### src/hdl/xy_plot_settings.svh
`ifndef XY_PLOT_SETTINGS_SVH
`define XY_PLOT_SETTINGS_SVH

// adc channel width
`define XY_ADC_BITS 6

// bits per colour channel
`define XY_COLOR_BITS 4

// reduced vga mode, horizontal in pixels
`define XY_H_VISIBLE 16
`define XY_H_FRONT_PORCH 2
`define XY_H_SYNC_PULSE 3
`define XY_H_BACK_PORCH 3
`define XY_H_WHOLE_LINE 24

// vertical in lines
`define XY_V_VISIBLE 12
`define XY_V_FRONT_PORCH 1
`define XY_V_SYNC_PULSE 2
`define XY_V_BACK_PORCH 1
`define XY_V_WHOLE_FRAME 16

// framebuffer coordinates
`define XY_FB_X_BITS 4
`define XY_FB_Y_BITS 4

// adc range down to screen range
`define XY_ADC_SHIFT 2

// settling cycles after the clear sweep
`define XY_START_DELAY 8

`endif
### src/hdl/xy_plot_pkg.sv
`include "xy_plot_settings.svh"

package xy_plot_pkg;

  // one framebuffer pixel, 12 bits
  typedef struct packed {
    logic [`XY_COLOR_BITS-1:0] red;
    logic [`XY_COLOR_BITS-1:0] grn;
    logic [`XY_COLOR_BITS-1:0] blu;
  } rgb_t;

  // raw adc pins as captured
  typedef struct packed {
    logic [`XY_ADC_BITS-1:0] x;
    logic [`XY_ADC_BITS-1:0] y;
    logic                    red;
    logic                    grn;
    logic                    blu;
  } adc_sample_t;

  // pixel write toward the framebuffer
  typedef struct packed {
    logic [`XY_FB_X_BITS-1:0] x;
    logic [`XY_FB_Y_BITS-1:0] y;
    rgb_t                     color;
  } plot_pixel_t;

endpackage

### src/hdl/adc_xy_vga_fade.sv
`timescale 1ns/10ps

`include "xy_plot_settings.svh"

module adc_xy_vga_fade (
  input  logic                       clk,
  input  logic                       reset,
  input  logic                       adc_strobe,
  input  logic [`XY_ADC_BITS-1:0]    adc_x,
  input  logic [`XY_ADC_BITS-1:0]    adc_y,
  input  logic                       adc_red,
  input  logic                       adc_grn,
  input  logic                       adc_blu,
  output logic [`XY_COLOR_BITS-1:0]  vga_red,
  output logic [`XY_COLOR_BITS-1:0]  vga_grn,
  output logic [`XY_COLOR_BITS-1:0]  vga_blu,
  output logic                       vga_hsync,
  output logic                       vga_vsync
);

  localparam int H_BITS = $clog2(`XY_H_WHOLE_LINE);
  localparam int V_BITS = $clog2(`XY_V_WHOLE_FRAME);

  logic                      sample_valid;
  logic                      sample_take;
  xy_plot_pkg::adc_sample_t  sample;

  logic                      clr_valid;
  logic                      clr_ready;
  logic                      clr_last;
  xy_plot_pkg::plot_pixel_t  clr_pix;

  logic                      pix_valid;
  logic                      pix_ready;
  xy_plot_pkg::plot_pixel_t  pix;
  logic                      enable;

  logic [H_BITS-1:0]         h_count;
  logic [V_BITS-1:0]         v_count;
  logic                      visible;
  xy_plot_pkg::rgb_t         color;

  adc_xy_capture i_capture (
    .clk          (clk),
    .reset        (reset),
    .adc_strobe   (adc_strobe),
    .adc_x        (adc_x),
    .adc_y        (adc_y),
    .adc_red      (adc_red),
    .adc_grn      (adc_grn),
    .adc_blu      (adc_blu),
    .sample_take  (sample_take),
    .sample_valid (sample_valid),
    .sample       (sample)
  );

  fb_clear i_clear (
    .clk       (clk),
    .reset     (reset),
    .pix_ready (clr_ready),
    .pix_valid (clr_valid),
    .pix       (clr_pix),
    .last      (clr_last)
  );

  plot_source_mux i_mux (
    .clk          (clk),
    .reset        (reset),
    .clr_valid    (clr_valid),
    .clr_pix      (clr_pix),
    .clr_last     (clr_last),
    .clr_ready    (clr_ready),
    .sample_valid (sample_valid),
    .sample       (sample),
    .sample_take  (sample_take),
    .pix_ready    (pix_ready),
    .pix_valid    (pix_valid),
    .pix          (pix),
    .enable       (enable)
  );

  vga_timing #(
    .H_BITS (H_BITS),
    .V_BITS (V_BITS)
  ) i_timing (
    .clk     (clk),
    .reset   (reset),
    .enable  (enable),
    .h_count (h_count),
    .v_count (v_count),
    .visible (visible),
    .hsync   (vga_hsync),
    .vsync   (vga_vsync)
  );

  fb_fade_display #(
    .H_BITS (H_BITS),
    .V_BITS (V_BITS)
  ) i_display (
    .clk       (clk),
    .reset     (reset),
    .enable    (enable),
    .h_count   (h_count),
    .v_count   (v_count),
    .visible   (visible),
    .pix_valid (pix_valid),
    .pix       (pix),
    .pix_ready (pix_ready),
    .color     (color)
  );

  // colour pins
  assign vga_red = color.red;
  assign vga_grn = color.grn;
  assign vga_blu = color.blu;

endmodule

### src/hdl/fb_fade_display.sv
`timescale 1ns/10ps

`include "xy_plot_settings.svh"

module fb_fade_display #(
  parameter int H_BITS = $clog2(`XY_H_WHOLE_LINE),
  parameter int V_BITS = $clog2(`XY_V_WHOLE_FRAME)
) (
  input  logic                      clk,
  input  logic                      reset,
  input  logic                      enable,
  input  logic [H_BITS-1:0]         h_count,
  input  logic [V_BITS-1:0]         v_count,
  input  logic                      visible,
  input  logic                      pix_valid,
  input  xy_plot_pkg::plot_pixel_t  pix,
  output logic                      pix_ready,
  output xy_plot_pkg::rgb_t         color
);

  xy_plot_pkg::rgb_t fb [`XY_V_VISIBLE][`XY_H_VISIBLE];

  logic                     scan_active;
  logic [`XY_FB_X_BITS-1:0] scan_x;
  logic [`XY_FB_Y_BITS-1:0] scan_y;
  xy_plot_pkg::rgb_t        scan_rd;
  xy_plot_pkg::rgb_t        faded;

  // one step down, stuck at zero
  function automatic logic [`XY_COLOR_BITS-1:0] dim(input logic [`XY_COLOR_BITS-1:0] c);
    dim = (c == '0) ? c : c - 1'b1;
  endfunction

  assign scan_active = enable && visible;

  // the write port is busy with fade write-back during visible scan
  assign pix_ready = !scan_active;

  assign scan_x  = h_count[`XY_FB_X_BITS-1:0];
  assign scan_y  = v_count[`XY_FB_Y_BITS-1:0];
  assign scan_rd = fb[scan_y][scan_x];

  assign faded = '{
    red: dim(scan_rd.red),
    grn: dim(scan_rd.grn),
    blu: dim(scan_rd.blu)
  };

  always_ff @(posedge clk) begin
    if (scan_active) begin
      fb[scan_y][scan_x] <= faded;
    end else if (pix_valid) begin
      fb[pix.y][pix.x] <= pix.color;
    end
  end

  // shown value is the one before this frame's fade
  always_ff @(posedge clk) begin
    if (reset) begin
      color <= '0;
    end else if (scan_active) begin
      color <= scan_rd;
    end else begin
      color <= '0;
    end
  end

endmodule

### src/hdl/vga_timing.sv
`timescale 1ns/10ps

`include "xy_plot_settings.svh"

module vga_timing #(
  parameter int H_BITS = $clog2(`XY_H_WHOLE_LINE),
  parameter int V_BITS = $clog2(`XY_V_WHOLE_FRAME)
) (
  input  logic              clk,
  input  logic              reset,
  input  logic              enable,
  output logic [H_BITS-1:0] h_count,
  output logic [V_BITS-1:0] v_count,
  output logic              visible,
  output logic              hsync,
  output logic              vsync
);

  localparam int H_SYNC_START = `XY_H_VISIBLE + `XY_H_FRONT_PORCH;
  localparam int H_SYNC_END   = H_SYNC_START + `XY_H_SYNC_PULSE;
  localparam int V_SYNC_START = `XY_V_VISIBLE + `XY_V_FRONT_PORCH;
  localparam int V_SYNC_END   = V_SYNC_START + `XY_V_SYNC_PULSE;

  logic line_end;
  logic frame_end;
  logic h_in_sync;
  logic v_in_sync;

  assign line_end  = h_count == H_BITS'(`XY_H_WHOLE_LINE - 1);
  assign frame_end = v_count == V_BITS'(`XY_V_WHOLE_FRAME - 1);

  // scan stays parked at line 0, pixel 0 until start
  always_ff @(posedge clk) begin
    if (reset || !enable) begin
      h_count <= '0;
      v_count <= '0;
    end else if (line_end) begin
      h_count <= '0;
      v_count <= frame_end ? '0 : v_count + 1'b1;
    end else begin
      h_count <= h_count + 1'b1;
    end
  end

  assign visible = (h_count < H_BITS'(`XY_H_VISIBLE)) &&
                   (v_count < V_BITS'(`XY_V_VISIBLE));

  assign h_in_sync = (h_count >= H_BITS'(H_SYNC_START)) &&
                     (h_count < H_BITS'(H_SYNC_END));
  assign v_in_sync = (v_count >= V_BITS'(V_SYNC_START)) &&
                     (v_count < V_BITS'(V_SYNC_END));

  // one cycle behind the counters, in step with the colour register
  always_ff @(posedge clk) begin
    if (reset) begin
      hsync <= 1'b0;
      vsync <= 1'b0;
    end else begin
      hsync <= enable && h_in_sync;
      vsync <= enable && v_in_sync;
    end
  end

endmodule

### src/hdl/plot_source_mux.sv
`timescale 1ns/10ps

`include "xy_plot_settings.svh"

module plot_source_mux (
  input  logic                      clk,
  input  logic                      reset,
  input  logic                      clr_valid,
  input  xy_plot_pkg::plot_pixel_t  clr_pix,
  input  logic                      clr_last,
  output logic                      clr_ready,
  input  logic                      sample_valid,
  input  xy_plot_pkg::adc_sample_t  sample,
  output logic                      sample_take,
  input  logic                      pix_ready,
  output logic                      pix_valid,
  output xy_plot_pkg::plot_pixel_t  pix,
  output logic                      enable
);

  localparam int DELAY_BITS = $clog2(`XY_START_DELAY + 1);

  logic [DELAY_BITS-1:0]         delay_cnt;
  logic                          delay_run;
  logic [`XY_ADC_BITS-1:0]       scaled_x;
  logic [`XY_ADC_BITS-1:0]       scaled_y;
  logic                          in_range;
  logic                          adc_free;
  logic                          adc_valid;
  xy_plot_pkg::plot_pixel_t      adc_pix;

  // start sequence, counted from the last clear transfer
  always_ff @(posedge clk) begin
    if (reset) begin
      delay_run <= 1'b0;
      delay_cnt <= '0;
      enable    <= 1'b0;
    end else if (clr_valid && clr_ready && clr_last) begin
      delay_run <= 1'b1;
      delay_cnt <= DELAY_BITS'(1);
    end else if (delay_run) begin
      if (delay_cnt == DELAY_BITS'(`XY_START_DELAY - 1)) begin
        delay_run <= 1'b0;
        enable    <= 1'b1;
      end else begin
        delay_cnt <= delay_cnt + 1'b1;
      end
    end
  end

  assign scaled_x = sample.x >> `XY_ADC_SHIFT;
  assign scaled_y = sample.y >> `XY_ADC_SHIFT;
  assign in_range = scaled_y < `XY_ADC_BITS'(`XY_V_VISIBLE);

  // output register empty or draining this cycle
  assign adc_free    = !adc_valid || pix_ready;
  assign sample_take = enable && sample_valid && adc_free;

  always_ff @(posedge clk) begin
    if (reset) begin
      adc_valid <= 1'b0;
    end else if (adc_free) begin
      // out of range samples are taken and vanish here
      adc_valid <= sample_take && in_range;
    end
  end

  always_ff @(posedge clk) begin
    if (sample_take) begin
      adc_pix <= '{
        x:     scaled_x[`XY_FB_X_BITS-1:0],
        y:     scaled_y[`XY_FB_Y_BITS-1:0],
        color: '{
          red: {`XY_COLOR_BITS{sample.red}},
          grn: {`XY_COLOR_BITS{sample.grn}},
          blu: {`XY_COLOR_BITS{sample.blu}}
        }
      };
    end
  end

  assign clr_ready = !enable && pix_ready;
  assign pix_valid = enable ? adc_valid : clr_valid;
  assign pix       = enable ? adc_pix : clr_pix;

endmodule

### src/hdl/fb_clear.sv
`timescale 1ns/10ps

`include "xy_plot_settings.svh"

module fb_clear (
  input  logic                      clk,
  input  logic                      reset,
  input  logic                      pix_ready,
  output logic                      pix_valid,
  output xy_plot_pkg::plot_pixel_t  pix,
  output logic                      last
);

  localparam logic [`XY_FB_X_BITS-1:0] X_MAX = `XY_FB_X_BITS'(`XY_H_VISIBLE - 1);
  localparam logic [`XY_FB_Y_BITS-1:0] Y_MAX = `XY_FB_Y_BITS'(`XY_V_VISIBLE - 1);

  logic [`XY_FB_X_BITS-1:0] cur_x;
  logic [`XY_FB_Y_BITS-1:0] cur_y;
  logic                     done;
  logic                     xfer;

  assign xfer = pix_valid && pix_ready;
  assign last = (cur_x == X_MAX) && (cur_y == Y_MAX);

  // black at the current coordinate
  assign pix = '{x: cur_x, y: cur_y, color: '0};

  always_ff @(posedge clk) begin
    if (reset) begin
      pix_valid <= 1'b0;
      done      <= 1'b0;
      cur_x     <= '0;
      cur_y     <= '0;
    end else if (!pix_valid && !done) begin
      pix_valid <= 1'b1;
    end else if (xfer) begin
      if (last) begin
        // sweep is over for good
        pix_valid <= 1'b0;
        done      <= 1'b1;
      end else if (cur_x == X_MAX) begin
        cur_x <= '0;
        cur_y <= cur_y + 1'b1;
      end else begin
        cur_x <= cur_x + 1'b1;
      end
    end
  end

endmodule

### src/hdl/adc_xy_capture.sv
`timescale 1ns/10ps

`include "xy_plot_settings.svh"

module adc_xy_capture (
  input  logic                        clk,
  input  logic                        reset,
  input  logic                        adc_strobe,
  input  logic [`XY_ADC_BITS-1:0]     adc_x,
  input  logic [`XY_ADC_BITS-1:0]     adc_y,
  input  logic                        adc_red,
  input  logic                        adc_grn,
  input  logic                        adc_blu,
  input  logic                        sample_take,
  output logic                        sample_valid,
  output xy_plot_pkg::adc_sample_t    sample
);

  logic capture;

  // new samples only land in an empty holding register
  assign capture = adc_strobe && !sample_valid;

  always_ff @(posedge clk) begin
    if (reset) begin
      sample_valid <= 1'b0;
    end else if (sample_valid && sample_take) begin
      sample_valid <= 1'b0;
    end else if (capture) begin
      sample_valid <= 1'b1;
    end
  end

  always_ff @(posedge clk) begin
    if (capture) begin
      sample <= '{
        x:   adc_x,
        y:   adc_y,
        red: adc_red,
        grn: adc_grn,
        blu: adc_blu
      };
    end
  end

endmodule

### config.mk
export PLATFORM = sky130hd
export DESIGN_NAME = adc_xy_vga_fade
export DESIGN_NICKNAME = d
export VERILOG_FILES = /design/src/hdl/xy_plot_pkg.sv /design/src/hdl/adc_xy_vga_fade.sv /design/src/hdl/fb_fade_display.sv /design/src/hdl/vga_timing.sv /design/src/hdl/plot_source_mux.sv /design/src/hdl/fb_clear.sv /design/src/hdl/adc_xy_capture.sv
export VERILOG_INCLUDE_DIRS = /design/src /design/src/hdl
export SDC_FILE = /design/constraint.sdc
export NUM_CORES = 2
export LEC_CHECK = 0
export CAP_MARGIN = 20
export CORE_AREA = 2 2 398 400
export CTS_CLUSTER_DIAMETER = 80
export DETAILED_ROUTE_END_ITERATION = 10
export DIE_AREA = 0 0 400 402
export DONT_BUFFER_PORTS = 1
export PLACE_DENSITY = 0.75
export SYNTH_ARGS = -nofsm -noshare
export SYNTH_HDL_FRONTEND = slang
export SYNTH_SLANG_ARGS = --single-unit
### constraint.sdc
create_clock -name clk -period 18.05 [get_ports clk]
set_input_delay 1.805 -clock clk [delete_from_list [all_inputs] [get_ports clk]]
set_output_delay 1.805 -clock clk [all_outputs]
set_load 0.02 [all_outputs]
==> qor.yml <==
sta:
  rsz0062_at_grt: "false"
  layout_min_cycle_time_ns: 8.169
  setup_ws_ns: 9.881
  final.setup_skew_ns: 0.07645
  finalSetupViolCount: 0
  max_freq_ghz: 0.1224
  finalCritPeriodShare_pct: 45.26
  max-slew-margin-rel_pct: 4.712
  worst_slew_pin_slew_ns: 1.429
  fin_setup_tns_ns: 0
  hold_viol: 0
  drv_slew: 0
cts:
  clock_latency_ns: 0.89
  numCtsBuffers: 224
  hold_buffers: 0
  clk_pin_slew_ns: 0.06
  cts-resized-gates: 0
  cts.path.max_buffers: 3
  tritoncts: "yes"
  cts.repair_timing.setup_buffer_count: 0
  cts_sinks: 2371
  htreeDepth: 4
  clk_root_buffer_cell: "clkbuf_16"
critical_path:
  cp-end-kind: "register"
  critPathMaxStageDelay_ns: 0.87
  cp_cell_sequence: "buf_4 -> buf_12 -> buf_4 -> mux4_2 -> o22ai_1 -> a311oi_1 -> o311ai_1 -> a32oi_1 -> inv_1 -> ha_1 -> o211ai_2 -> mux2_4 -> o21ai_4 -> buf_4 -> buf_4"
  cp_top_family: "buffers and inverters"
  worst_setup_path_start_kind: "register"
  required_ns: 18.54
  cpMostUsedCell: "buf_4"
  cpMaxStageDelayCell: "o311ai_1"
  crit_buf_inv: 6
  crit_path_max_fanout: 87
  arrival_ns: 8.66
  worstSetupPathType: "register to register"
logic_synthesis:
  synthMuxAreaShare_pct: 14.63
  synth-edff-count: 2326
  synth_xor_area_share_pct: 0.1409
  synth_fp_nets: 4660
  synth-seq-cells: 2371
  avgSynthCellArea_sq_um: 20.14
  yosys.area_share.adder_pct: 0.1745
  synthSimpleGateAreaFrac_pct: 3.247
  synth_top_family_by_area: "multiplexers"
  synth_flop_cell: "edfxtp_1"
  async_flop_share_pct: 0
  ys_seq_area_share_pct: 75.90
  ys.warnings.count: 0
  syn-cell-area_sq_mm: 0.09322
  synth_compound_area_share_pct: 3.658
  synth.distinct_cells: 96
  syn_inst: 4629
cells_and_area:
  fin_nets: 4941
  final_common_cell: "edfxtp_1"
  final_cell_mix: "2,326 x edfxtp_1, 431 x mux4_2, 311 x buf_4"
  design_area_sq_mm: 0.1039
  area_growth_pct: 11.41
  drive_gt1_share_pct: 22.89
power_and_ir_drop:
  powerDensity_mw_per_mm2: 106.3
  leakagePower_nw: 32.39
  irDropWorstVdd_uv: 144.1
  power.total_mw: 11.04
placement:
  gp_congestion: 0.9345
  post-dp-hpwl_mm: 147.8
  io_buffers: 0
  dpl_worst_slack_ns: 9.100
  placed_cell_area_sq_mm: 0.09649
min_path:
  worstHoldPathType: "register to register"
global_route:
  gr-total-overflow: 0
  grt_max_degree: 113
  track_usage_pct: 31.18
  grt_pass1_vias: 48110
  antenna_found_initial: 11
  grt_pass1_wl_mm: 351.8
floorplan:
  die_h_microns: 402
  placeableCoreArea_sq_mm: 0.1571
  die-area_sq_mm: 0.1608
  start_util_pct: 59.33
  core.rowCount: 146
  ios: 32
  die_w_microns: 400
routing:
  dr.pass1.iters: 6
  ant_nets: 0
  first_iter_violations: 7425
  drc: 0
  wirelength_mm: 248.1
  routedWlPerCell_microns: 34.56
  vias_per_cell: 6.887
  vias: 49450
run:
  drv.max_cap_violation_count: 0
outcome:
  outcome: "completed"
## worst register-to-register path: stages (launching register included)
cell and delay (ns):
dfxtp_4 0.81, buf_4 0.73, buf_12 0.56, buf_4 0.92
mux4_2 0.63, o22ai_1 0.33, a311oi_1 0.09, o311ai_1 0.87
a32oi_1 0.18, inv_1 0.15, ha_1 0.24, o211ai_2 0.14
mux2_4 0.34, o21ai_4 0.20, buf_4 0.69, buf_4 0.86
## kinds of logic after synthesis
kind of cell | count (synthesis)
simple gates | 681
buf+inv | 294
fa+ha+maj | 13
xor+xnor | 15
flops | 2371
compound gates | 484
mux | 771
## final timing paths
kind / startpoint / end / slack (ns) / depth (start not counted)
setup / recovery: register / i_display.fb[0][177]$_DFFE_PP_ / 9.88 / 15
hold / removal: i_capture.sample[11]$_DFFE_PP_ / i_mux.adc_pix[16]$_DFFE_PP_ / 0.42 / 0
setup reg to reg: register / i_display.fb[0][177]$_DFFE_PP_ / 9.88 / 15
hold reg to reg: i_capture.sample[11]$_DFFE_PP_ / i_mux.adc_pix[16]$_DFFE_PP_ / 0.42 / 0
## Yosys cell counts (all sizes together) (10+ instances only)
cell type / n / area share (%)
a211oi: 19 / 0.15
a21oi: 88 / 0.47
a221oi: 19 / 0.19
a22o: 12 / 0.11
a22oi: 78 / 0.63
a31oi: 32 / 0.21
a32oi: 15 / 0.14
and3: 16 / 0.11
buf: 165 / 1.7
clkbuf: 104 / 0.43
dfxtp: 45 / 0.97
edfxtp: 2326 / 75
ha: 13 / 0.17
inv: 21 / 0.085
mux2: 40 / 0.49
mux2i: 271 / 2.9
mux4: 460 / 11
nand2: 198 / 0.80
nand2b: 11 / 0.074
nand3: 52 / 0.28
nand4: 11 / 0.074
nor2: 291 / 1.2
nor2b: 24 / 0.16
nor3: 28 / 0.16
o211ai: 10 / 0.086
o21ai: 65 / 0.35
o221ai: 18 / 0.17
o22ai: 40 / 0.27
o31ai: 11 / 0.094
## metal layers
metal	part of all wire [%]	GRT usage [%]	wire, microns	vias up
met5	0.0069	0	17	-
li1	-	-	-	19650
met3	13	8.487	33320	635
met1	35	43.90	88070	25450
met2	46	46.44	114200	3710
met4	5.1	13.67	12570	2
## cell type report
cell class	instances	area [sq um]
Sequential cell	2371	70770
Clock buffer	294	5968
Inverter	23	88.84
Timing Repair Buffer	326	2603
Fill cell	9875	53250
Multi-Input combinational cell	1964	20580
Tap cell	2072	2592
Antenna cell	2	5.005
Clock inverter	128	1241
## through the flow
| step | cells | utilization (%) | hold slack, ns |
|---|---|---|---|
| finish | 7180 | 66.10 | 0.4215 |
| global route | 7178 | 66.10 | 0.4349 |
| CTS | 7169 | 66.01 | 0.4251 |
| detailed placement | 6747 | 61.42 | 0.4074 |
| global placement | 6744 | 61.40 | 0.4067 |
| floorplan | 4629 | - | 0.4003 |
## where the power goes
| group | internal [mW] | leakage, nW | switching, mW |
|---|---|---|---|
| sequential | 6.18 | 21.6 | 0.00257 |
| clock | 2.52 | 3.49 | 2.05 |
| combinational | 0.0376 | 7.28 | 0.250 |
| total | 8.74 | 32.4 | 2.30 |
## sequential cells by signal, summed over array words and instances (netlist names), 4 cells and up, named ones only
signal,flops
i_clear.cur_x,4
i_timing.v_count,4
i_display.color,12
i_mux.adc_pix,11
i_capture.sample,11
i_clear.cur_y,4
i_mux.delay_cnt,4
i_timing.h_count,5
i_display.fb,2304
Power figures use the tool's default switching activity.
